File: config.mk
export PLATFORM = sky130hd
export DESIGN_NAME = result_stage
export DESIGN_NICKNAME = d
export VERILOG_FILES = /design/src/hw/vec_alu_pkg.sv /design/src/hw/result_stage.sv
export SDC_FILE = /design/constraint.sdc
export NUM_CORES = 1
export LEC_CHECK = 0
export BUFFER_PORTS_ARGS = -buffer_cell sky130_fd_sc_hd__clkbuf_2
export CAP_MARGIN = 20
export CORE_AREA = 2 2 405 407
export CTS_BUF_LIST = sky130_fd_sc_hd__clkbuf_8
export CTS_CLUSTER_SIZE = 30
export DETAILED_ROUTE_END_ITERATION = 10
export DIE_AREA = 0 0 407 409
export GPL_ROUTABILITY_DRIVEN = 1
export PLACE_DENSITY_LB_ADDON = 0.05
export SYNTH_ARGS = -nofsm -noshare
export SYNTH_HDL_FRONTEND = slang
export SYNTH_SLANG_ARGS = --single-unit
export TNS_END_PERCENT = 10
File: constraint.sdc
create_clock -name clk_i -period 3.8 [get_ports clk_i]
set_clock_uncertainty 0.1 [all_clocks]
set_input_delay 1.14 -clock clk_i [delete_from_list [all_inputs] [get_ports clk_i]]
set_output_delay 1.14 -clock clk_i [all_outputs]
set_load 0.01 [all_outputs]
File: src/hw/vec_alu_pkg.sv
`default_nettype none

package vec_alu_pkg;

	localparam int LANES = 16;
	localparam int LANE_W = 32;
	localparam int VEC_W = LANES * LANE_W;
	localparam int LANE_AW = $clog2(LANES);	// Lane index bits in an address.
	localparam int OP_W = 6;

	// Operation codes. Unlisted codes produce a zero vector.
	localparam logic [OP_W-1:0] OP_OR = 6'd0;
	localparam logic [OP_W-1:0] OP_AND = 6'd1;
	localparam logic [OP_W-1:0] OP_ANDN = 6'd2;
	localparam logic [OP_W-1:0] OP_XOR = 6'd3;
	localparam logic [OP_W-1:0] OP_NOT = 6'd4;
	localparam logic [OP_W-1:0] OP_ADD = 6'd5;
	localparam logic [OP_W-1:0] OP_SUB = 6'd6;
	localparam logic [OP_W-1:0] OP_ASR = 6'd9;
	localparam logic [OP_W-1:0] OP_LSR = 6'd10;
	localparam logic [OP_W-1:0] OP_LSL = 6'd11;
	localparam logic [OP_W-1:0] OP_EQ = 6'd13;
	localparam logic [OP_W-1:0] OP_NE = 6'd14;
	localparam logic [OP_W-1:0] OP_GT = 6'd15;
	localparam logic [OP_W-1:0] OP_GE = 6'd16;
	localparam logic [OP_W-1:0] OP_LT = 6'd17;
	localparam logic [OP_W-1:0] OP_LE = 6'd18;

	// Register map. Vector regions hold one lane word every 4 bytes.
	localparam logic [7:0] ADDR_OP1 = 8'h00;
	localparam logic [7:0] ADDR_OP2 = 8'h40;
	localparam logic [7:0] ADDR_OPCODE = 8'h80;
	localparam logic [7:0] ADDR_CTRL = 8'h84;	// Bit 0 starts an operation.
	localparam logic [7:0] ADDR_STATUS = 8'h88;	// Count in 31:16, done in bit 0.
	localparam logic [7:0] ADDR_RESULT = 8'hC0;

	// A result is either a vector of lane words or a compare mask.
	typedef union packed {
		logic [LANES-1:0][LANE_W-1:0] lanes;
		struct packed {
			logic [VEC_W-LANES-1:0] pad;
			logic [LANES-1:0] mask;	// Bit n belongs to lane n.
		} cmp;
	} vec_result_u;

endpackage

`default_nettype wire
File: src/hw/result_stage.sv
`default_nettype none
`timescale 1ns/100ps

module result_stage (
	input wire clk_i,
	input wire rst_i,
	input wire start_i,
	input wire clear_done_i,
	input wire vec_alu_pkg::vec_result_u result_i,
	output vec_alu_pkg::vec_result_u result_o,
	output logic done_o,
	output logic [15:0] op_count_o
);

	vec_alu_pkg::vec_result_u result_q;
	logic done_q;
	logic [15:0] op_count_q;

	// Captured on the edge after the start write, while the operands are still stable.
	always_ff @(posedge clk_i)
	begin
		if (rst_i)
		begin
			result_q <= '0;
			done_q <= 1'b0;
			op_count_q <= '0;
		end
		else if (start_i)
		begin
			result_q <= result_i;
			done_q <= 1'b1;
			op_count_q <= op_count_q + 16'd1;	// Wraps after 65535 operations.
		end
		else if (clear_done_i)
		begin
			done_q <= 1'b0;	// Result is kept.
		end
	end

	assign result_o = result_q;
	assign done_o = done_q;
	assign op_count_o = op_count_q;

endmodule

`default_nettype wire

==> results.cfg <==
[final_layout]
fillers = 18312
drive_gt1_frac = 0.4307
register_area_um2 = 10590
nets = 3317
fin_area_um2 = 28880
multi_input_area_um2 = 7462
area_growth_pct = 54.96

[timing]
finalHoldViolations = 0
min_period_over_period = 0.7299
setup_tns_ns = 0
slew_headroom = 0.4121
finalSetupViolations = 0
min_period_ns = 2.773
hold_ws_ns = 0.3885
maxSlewViolCount = 0
tightestPinTransition_ns = 0.8819
fmax_mhz = 360.6
grt_setup_unrepaired = no

[die]
dieArea_um2 = 166500
io_pins = 1045
die_h_um = 409
die_x_um = 407
core-area_um2 = 162000
initial_core_util = 0.1150
rows = 148

[synth]
avgSynthCellArea_um2 = 10.75
ys_types = 30
async_reset_ff_frac = 0
synth_top_area_cell = dfxtp_1
ys_ff_latch = 529
synth-simple-area-share = 0.1161
synth_top_area_frac = 0.5683
synthMuxAreaShare = 0.2772
ys_top_cells_by_area = dfxtp_1, mux2i_1, nor2_1
synthesis.nets = 2250
synth_edf_count = 0
synth-seq-area-share = 0.5683
netlist_instances = 1733
synth_xor_area_frac = 0.005170
synth_compound_area_frac = 0.001343
synth_top_family_by_area = multiplexers
synthAdderAreaFrac = 0.0006715
yosys_warnings = 0
synth_flop_cell = dfxtp_1
synth_area_um2 = 18630
synthTopCellsByCount = dfxtp_1, nor2_1, mux2i_1
synth_most_common_cell = dfxtp_1

[critical_path]
worstPathCellList = clkbuf_2
crit_buf_inv = 1
crit_path_end_kind = output pin
path_class = reg -> out
crit_arrival_ns = 1.53
slowest_delay_ns = 0.52
cp_max_fo = 2
cp_slowest_cell = dfxtp_1
required_ns = 2.56
crit_family = flip-flops
start_kind = flop

[placement]
hpwl_um = 72120
placed_area_um2 = 26380
port_buffers = 1044
gp_congestion = 0.7368

[hold_path]
hold_path_class = reg -> reg

[pwr]
power_w = 0.01442
p_leak_nw = 14.56
ir_worst_vdd_uv = 239.5
p_per_area_nw_per_um2 = 499.3

[global_routing]
grt_pass1_vias = 16926
antenna_found_initial = 45
grt_pass1_wl_um = 127700
grt.total_usage = 0.1075
grt_max_degree = 106
overflow = 0

[clock_tree]
cts_tree = done
clkSlewWorstSetupHoldPaths_ns = 0.06
htree_num_levels = 3
cts_sinks = 529
cts-root-buf = clkbuf_8
cts-resized-gates = 0
cts-buffers-inserted = 113
max-clock-path-buffers = 3
cts.hold.buffers_added = 0
cts_setup_buffers = 0
insertion_delay_ns = 0.79

[routing]
wirelength_um = 93660
dr.pass1.iters = 4
drc = 0
wl_per_cell_um = 18.43
num_vias = 16376
drtIter0Drc = 505
viasPerCell = 3.222
ant_nets = 0

[run_status]
status = completed

[job]
cap_violations = 0
power by group:
group          internal, W  leakage (nW)  switching, W
combinational     0.000747          8.79      0.000927
clock              0.00378          1.41       0.00291
sequential         0.00588          4.37      0.000177
flip-flops by register name (all words and copies together), names as in the netlist:
name / cells
result_o: 512
op_count_o: 16
done_o: 1
cells by family (layout without fill, tap and decap cells):
kind of cell / after synthesis / after routing
AOI/OAI and AO/OA: 5 / 5
xor gates and xnor gates: 11 / 11
adders and majority gates: 1 / 1
buffers and inverters: 119 / 1279
DFF: 529 / 529
muxes: 515 / 515
other: 0 / 14
and+or+nand+nor: 553 / 553
layout by cell type, fill, tap and decap left out, types with 2 or more instances in the layout:
cell type   instances
o21ai_0             2
mux2_4              2
inv_1              40
nor2_1            527
buf_8               2
diode_2            14
dfxtp_1           529
xor2_1              3
buf_12             13
nand2_1             5
clkinvlp_4          2
clkbuf_2         1042
clkbuf_8          156
xnor2_1             8
buf_4              12
bufinv_16           2
clkinv_2            5
mux2i_1           513
nand4_1             3
nor4_1              2
nor3_1              4
nand3_1             4
inv_12              4
a21oi_1             3
cell type report:
class | count | share of cell area
Clock inverter | 52 | 0.01096
Sequential cell | 529 | 0.3668
Clock buffer | 156 | 0.07436
Multi-Input combinational cell | 1085 | 0.2584
Antenna cell | 14 | 0.001213
Tap cell | 2175 | 0.09425
Timing Repair Buffer | 1069 | 0.1938
Inverter | 2 | 0.0002600
per-stage QoR:
step           cells  setup slack (ns)  utilization
5_1_grt         5071            0.9269       0.1780
3_5_place_dp    4860             1.158       0.1628
4_1_cts         5068            0.8854       0.1780
6_report        5082             1.027       0.1782
2_1_floorplan   1733             1.542            -
3_3_place_gp    4860             1.182       0.1628
tightest hold or removal path, stage by stage (launching register included):
cell	delay [ns]
dfxtp_1	0.32
mux2i_1	0.07
nor2_1	0.07
path summary, 6_finish.rpt:
path | slack [ns] | end | startpoint | depth (start not counted)
max reg2reg | 2.05 | op_count_o[12] | op_count_o[0] | 5
min | 0.39 | result_o[120] | result_o[120] | 2
max | 1.03 | result_o[73] | result_o[73] | 1
min reg2reg | 0.39 | result_o[120] | result_o[120] | 2
metal layers:
metal,global-route usage,share of wire
met5,0,0.0038
met3,0.06670,0.14
met4,0.03946,0.027
met1,0.1036,0.35
met2,0.1847,0.49
Power figures use the tool's default switching activity.
