--- src/hw/vec_alu_pkg.sv ---
`default_nettype none

package vec_alu_pkg;

	localparam int LANES = 16;
	localparam int LANE_W = 32;
	localparam int VEC_W = LANES * LANE_W;
	localparam int LANE_AW = $clog2(LANES);	// Lane index bits in an address.
	localparam int OP_W = 6;

	// Operation codes. Unlisted codes produce a zero vector.
	localparam logic [OP_W-1:0] OP_OR = 6'd0;
	localparam logic [OP_W-1:0] OP_AND = 6'd1;
	localparam logic [OP_W-1:0] OP_ANDN = 6'd2;
	localparam logic [OP_W-1:0] OP_XOR = 6'd3;
	localparam logic [OP_W-1:0] OP_NOT = 6'd4;
	localparam logic [OP_W-1:0] OP_ADD = 6'd5;
	localparam logic [OP_W-1:0] OP_SUB = 6'd6;
	localparam logic [OP_W-1:0] OP_ASR = 6'd9;
	localparam logic [OP_W-1:0] OP_LSR = 6'd10;
	localparam logic [OP_W-1:0] OP_LSL = 6'd11;
	localparam logic [OP_W-1:0] OP_EQ = 6'd13;
	localparam logic [OP_W-1:0] OP_NE = 6'd14;
	localparam logic [OP_W-1:0] OP_GT = 6'd15;
	localparam logic [OP_W-1:0] OP_GE = 6'd16;
	localparam logic [OP_W-1:0] OP_LT = 6'd17;
	localparam logic [OP_W-1:0] OP_LE = 6'd18;

	// Register map. Vector regions hold one lane word every 4 bytes.
	localparam logic [7:0] ADDR_OP1 = 8'h00;
	localparam logic [7:0] ADDR_OP2 = 8'h40;
	localparam logic [7:0] ADDR_OPCODE = 8'h80;
	localparam logic [7:0] ADDR_CTRL = 8'h84;	// Bit 0 starts an operation.
	localparam logic [7:0] ADDR_STATUS = 8'h88;	// Count in 31:16, done in bit 0.
	localparam logic [7:0] ADDR_RESULT = 8'hC0;

	// A result is either a vector of lane words or a compare mask.
	typedef union packed {
		logic [LANES-1:0][LANE_W-1:0] lanes;
		struct packed {
			logic [VEC_W-LANES-1:0] pad;
			logic [LANES-1:0] mask;	// Bit n belongs to lane n.
		} cmp;
	} vec_result_u;

endpackage

`default_nettype wire
--- src/hw/apb_operand_regs.sv ---
`default_nettype none
`timescale 1ns/100ps

module apb_operand_regs (
	input wire clk_i,
	input wire rst_i,
	input wire psel_i,
	input wire penable_i,
	input wire pwrite_i,
	input wire [7:0] paddr_i,
	input wire [31:0] pwdata_i,
	output logic [31:0] prdata_o,
	output logic pready_o,
	output logic pslverr_o,
	input wire vec_alu_pkg::vec_result_u result_i,
	input wire done_i,
	input wire [15:0] op_count_i,
	output logic [vec_alu_pkg::VEC_W-1:0] operand1_o,
	output logic [vec_alu_pkg::VEC_W-1:0] operand2_o,
	output logic [vec_alu_pkg::OP_W-1:0] opcode_o,
	output logic start_o,
	output logic clear_done_o
);

	localparam int RHI = 7;
	localparam int RLO = vec_alu_pkg::LANE_AW + 2;	// Region bits sit above the lane index.

	logic [vec_alu_pkg::LANES-1:0][vec_alu_pkg::LANE_W-1:0] op1_q;
	logic [vec_alu_pkg::LANES-1:0][vec_alu_pkg::LANE_W-1:0] op2_q;
	logic [vec_alu_pkg::OP_W-1:0] opcode_q;
	logic start_q;
	logic wr_en;
	logic [vec_alu_pkg::LANE_AW-1:0] lane_idx;
	logic sel_op1;
	logic sel_op2;
	logic sel_opcode;
	logic sel_ctrl;
	logic sel_status;
	logic sel_result;

	assign wr_en = psel_i & penable_i & pwrite_i;	// Writes land at the end of the access phase.
	assign lane_idx = paddr_i[RLO-1:2];

	assign sel_op1 = paddr_i[RHI:RLO] == vec_alu_pkg::ADDR_OP1[RHI:RLO];
	assign sel_op2 = paddr_i[RHI:RLO] == vec_alu_pkg::ADDR_OP2[RHI:RLO];
	assign sel_result = paddr_i[RHI:RLO] == vec_alu_pkg::ADDR_RESULT[RHI:RLO];
	assign sel_opcode = paddr_i[RHI:2] == vec_alu_pkg::ADDR_OPCODE[RHI:2];
	assign sel_ctrl = paddr_i[RHI:2] == vec_alu_pkg::ADDR_CTRL[RHI:2];
	assign sel_status = paddr_i[RHI:2] == vec_alu_pkg::ADDR_STATUS[RHI:2];

	always_ff @(posedge clk_i)
	begin
		if (rst_i)
		begin
			op1_q <= '0;
			op2_q <= '0;
			opcode_q <= '0;
			start_q <= 1'b0;
		end
		else
		begin
			start_q <= wr_en & sel_ctrl & pwdata_i[0];	// High for one cycle only.
			if (wr_en && sel_op1)
				op1_q[lane_idx] <= pwdata_i;
			if (wr_en && sel_op2)
				op2_q[lane_idx] <= pwdata_i;
			if (wr_en && sel_opcode)
				opcode_q <= pwdata_i[vec_alu_pkg::OP_W-1:0];
		end
	end

	// The result stage drops done on the same edge as the write.
	assign clear_done_o = wr_en & (sel_op1 | sel_op2 | sel_opcode);

	always_comb
	begin
		prdata_o = '0;
		if (psel_i)
		begin
			if (sel_op1)
				prdata_o = op1_q[lane_idx];
			else if (sel_op2)
				prdata_o = op2_q[lane_idx];
			else if (sel_result)
				prdata_o = result_i.lanes[lane_idx];
			else if (sel_opcode)
				prdata_o = {{(32 - vec_alu_pkg::OP_W){1'b0}}, opcode_q};
			else if (sel_status)
				prdata_o = {op_count_i, 15'd0, done_i};
		end
	end

	assign operand1_o = op1_q;
	assign operand2_o = op2_q;
	assign opcode_o = opcode_q;
	assign start_o = start_q;
	assign pready_o = 1'b1;	// No wait states.
	assign pslverr_o = 1'b0;

endmodule

`default_nettype wire

--- config.mk ---
export PLATFORM = sky130hd
export DESIGN_NAME = apb_operand_regs
export DESIGN_NICKNAME = d
export VERILOG_FILES = /design/src/hw/vec_alu_pkg.sv /design/src/hw/apb_operand_regs.sv
export SDC_FILE = /design/constraint.sdc
export NUM_CORES = 2
export LEC_CHECK = 0
export BUFFER_PORTS_ARGS = -buffer_cell sky130_fd_sc_hd__buf_4
export CAP_MARGIN = 30
export CORE_AREA = 2 2 633 635
export CTS_CLUSTER_DIAMETER = 150
export CTS_CLUSTER_SIZE = 10
export DETAILED_ROUTE_END_ITERATION = 10
export DIE_AREA = 0 0 635 637
export GPL_ROUTABILITY_DRIVEN = 0
export GPL_TIMING_DRIVEN = 0
export PLACE_DENSITY = 0.34
export SLEW_MARGIN = 20
export SYNTH_ARGS = -nofsm -noshare
export SYNTH_HDL_FRONTEND = slang
export SYNTH_SLANG_ARGS = --single-unit
--- constraint.sdc ---
create_clock -name clk_i -period 1.46 [get_ports clk_i]
set_input_delay 0 -clock clk_i [delete_from_list [all_inputs] [get_ports clk_i]]
set_output_delay 0 -clock clk_i [all_outputs]
set_load 0.1 [all_outputs]
==> results.md <==
* Via density at 4.47
* Final setup fails at 1845
* CP cell instances: mux4_2, mux4_2, nor2_4, a311oi_4, buf_12
* Final Hold Viols at 3
* WL/cell at 45.8 microns
* Max stage delay cell, worst path: mux4_2
* Comb power frac at 18.7%
* CP dominant cell by count: mux4_2
* Vert. Die Dim at 637 microns
* Clock power frac at 42.2%
* Vias in the first global route at 55400
* I/O Pins at 1640
* Tot GR Track Use at 28.5%
* Synth area leader: dfxtp_1
* Routed Antenna Nets at 0
* Largest net degree at the start of global routing at 16
* Netlist cell types at 63
* Tcrit/Tclk final at 213%
* Synthesized area per cell at 8.55 sq um
* Maximum net fanout on the critical path at 2
* Synth async-reset ratio at 0%
* Power Dens Cells at 814 mW/mm^2
* Failing checks: hold timing, setup timing
* RSZ-0062 raised after global routing: true
* CTS tree: done
* Layout Nets at 8418
* Starting Density at 12.2%
* Clock Tree Root: clkbuf_16
* Flop2flop setup slack at 580 ps
* Placed Cells at 12700
* Switching pwr at 23.5 mW
* Max-slew headroom at 21.0%
* Worst-Skew Late Latency at 880 ps
* Total grt overflow at 0
* Leakage Power at 32.0 nW
* Multi-input logic area at 0.0290 sq mm
* Critical path's largest stage delay at 640 ps
* Req. time, crit path at 1460 ps
* Area Overhead vs Synth at 78.1%
* Power Total at 70.5 mW
* Ys Warns at 0
* Syn Nets at 6261
* Setup TNS at -249540 ps
* Drt first pass iters at 7
* Synth top area cells: dfxtp_1 42%, nand2_1 17%, mux4_2 16%
* Max clock buf depth at 4
* Hold WC Path Type: primary input to flop
* Initial antenna violation count at 156
* Register area share after synthesis at 42.4%
* Row cnt at 232
* Worst Max-Slew Pin Slew at 1190 ps
* CORE AREA at 0.398 sq mm
* Die width at 635 microns
* Crit path kind: flop to primary output
* CTS Buf Count at 121
* Die footprint at 0.404 sq mm
* Fin crit period at 3110 ps
* PortBufs at 1625
* Internal power at 47.1 mW
* Status: finished with violations
* Final WS setup at -1650 ps
* CP Capture Type: primary output
* FF+latch count, synth at 1031
* Max VDD drop at 789 uV
* First-pass GRT wire length at 725000 microns
* Clock sinks at 1031
* Post-Synthesis Cell Area at 0.0486 sq mm
* Layout cell share with drive strength beyond 1 at 57.1%
* Hold WS at -51.2 ps
* Hold Path Depth at 6
* Storage cell area at 0.0227 sq mm
* Max Clock Freq at 321 MHz
* CTS H-tree lvls at 3
* Worst-path clk slew at 70 ps
* Final clock skew at 0 ps
* Final wirelength at 606000 microns
* Filler cell count at 43400
* Post-synth top area share at 42.4%
* Prevailing post-synth register cell: dfxtp_1
* Detailed placement HPWL at 500000 microns
* Reg power frac at 39.1%
* Pre-CTS WS at -3240 ps
* Layout Cells excl Fill at 13200
* Post-synth EDFFs at 0
* Synth Instances at 5687
* Post-route DRC at 0
* Slew Limit Fails at 0
* Max-cap viol count at 0
* CP startpoint kind: flop
* Routed vias at 59200
* Worst path arrival time at 3110 ps
* Reg2Reg Depth at 4
* DRT iter0 DRCs at 6449
* Switch share at 33.3%
power by group through the flow:
stage / sequential [mW] / combinational [mW] / clock, mW
6_report: 27.6 / 13.2 / 29.7
5_1_grt: 27.6 / 13.2 / 31.1
4_1_cts: 27.7 / 12.9 / 30.3
3_5_place_dp: 28.4 / 11.7 / 0
3_3_place_gp: 28.4 / 11.3 / 0
2_1_floorplan: 28.7 / 3.73 / 0
worst max-delay path: cells and delay by family, from the launching register on:
kind                   cells  cell delay [ps]
and+or+nand+nor            1              290
AOI/OAI and AO/OA          1              100
DFF                        1              340
buffers and inverters      1              210
muxes                      2             1260
worst paths after layout:
path	end	from
max	prdata_o[19]	operand2_o[115]$_SDFFE_PP0P_
min	operand1_o[320]$_SDFFE_PP0P_	paddr_i[7]
max reg2reg	operand1_o[95]$_SDFFE_PP0P_	operand1_o[95]$_SDFFE_PP0P_
min reg2reg	operand1_o[185]$_SDFFE_PP0P_	operand1_o[185]$_SDFFE_PP0P_
timing repair:
item | 4_1_cts | 5_1_grt
hold buffers | 51 | 1
gates cloned | 1 | 30
pin swaps | 84 | 221
setup endpoints to repair | 2092 | 1990
setup buffers | 198 | 58
gates resized for setup | 765 | 1196
endpoints found under the hold margin | 747 | 6
metal layers:
| layer | vias up | global-route usage, % | wire length, microns |
|---|---|---|---|
| met5 | - | 0 | 297 |
| met4 | 44 | 12.4 | 35100 |
| met3 | 846 | 7.12 | 48900 |
| met2 | 3689 | 48.0 | 285000 |
| met1 | 30500 | 34.2 | 237000 |
| li1 | 24100 | - | - |
registers in the layout (all words and copies together) (netlist names):
signal	cells
start_o	1
opcode_o	6
operand1_o	512
operand2_o	512
Yosys cell counts, drive strengths merged, types with 13 or more instances:
cell,count
a31oi,14
buf,237
a211oi,13
mux4,361
mux2i,84
nor3,14
nand3,46
a21oi,1058
a22oi,51
nor2,89
nand2,2155
mux2,18
o22ai,29
and3,20
dfxtp,1031
clkbuf,332
cell usage in the layout (no fill, tap or decap), drive strengths merged, types with 7 or more instances in the layout:
cell type | netlist | layout
a21oi | 1058 | 1058
mux2 | 18 | 18
and3 | 20 | 20
inv | 1 | 7
nor2 | 89 | 89
clkbuf | 332 | 537
o22ai | 29 | 29
a22oi | 51 | 51
and2 | 9 | 9
a31oi | 14 | 14
mux2i | 84 | 84
dlygate4sd3 | 0 | 51
nor2b | 11 | 11
a311oi | 9 | 9
o21ai | 11 | 11
nand3 | 46 | 46
a211oi | 13 | 13
a221oi | 8 | 8
diode | 0 | 64
mux4 | 361 | 361
nor4 | 11 | 11
nand2 | 2155 | 2155
buf | 237 | 2191
nor3 | 14 | 14
or4 | 9 | 9
dfxtp | 1031 | 1031
per-stage QoR:
step                      area, sq um  util [%]  hold slack, ps
after floorplan                 51400         -             126
after global placement          70100      17.6             358
after detailed placement        71700      18.0             359
after CTS                       80700      20.3            -133
after global routing            86500      21.7            -103
final                           86600      21.8           -51.2
kinds of logic (layout without fill, tap and decap cells):
| logic type | Yosys count | count (layout) | synth area share, % |
|---|---|---|---|
| other | 2 | 66 | 0.0154 |
| buffers and inverters | 572 | 2791 | 5.64 |
| multiplexers | 463 | 463 | 19.0 |
| flip-flops | 1031 | 1031 | 42.4 |
| AND/OR/NAND/NOR | 2382 | 2382 | 19.2 |
| AO/OA/AOI/OAI | 1237 | 1237 | 13.7 |
area by class of cell:
class | count | share of cell area (%)
Antenna cell | 64 | 0.185
Buffer | 564 | 5.66
Timing Repair Buffer | 2039 | 22.9
Clock buffer | 178 | 3.83
Multi-Input combinational cell | 4084 | 33.4
Sequential cell | 1031 | 26.2
Clock inverter | 7 | 0.105
Tap cell | 5265 | 7.61
Inverter | 3 | 0.0159
No activity file was read; power rests on OpenSTA's default activity.
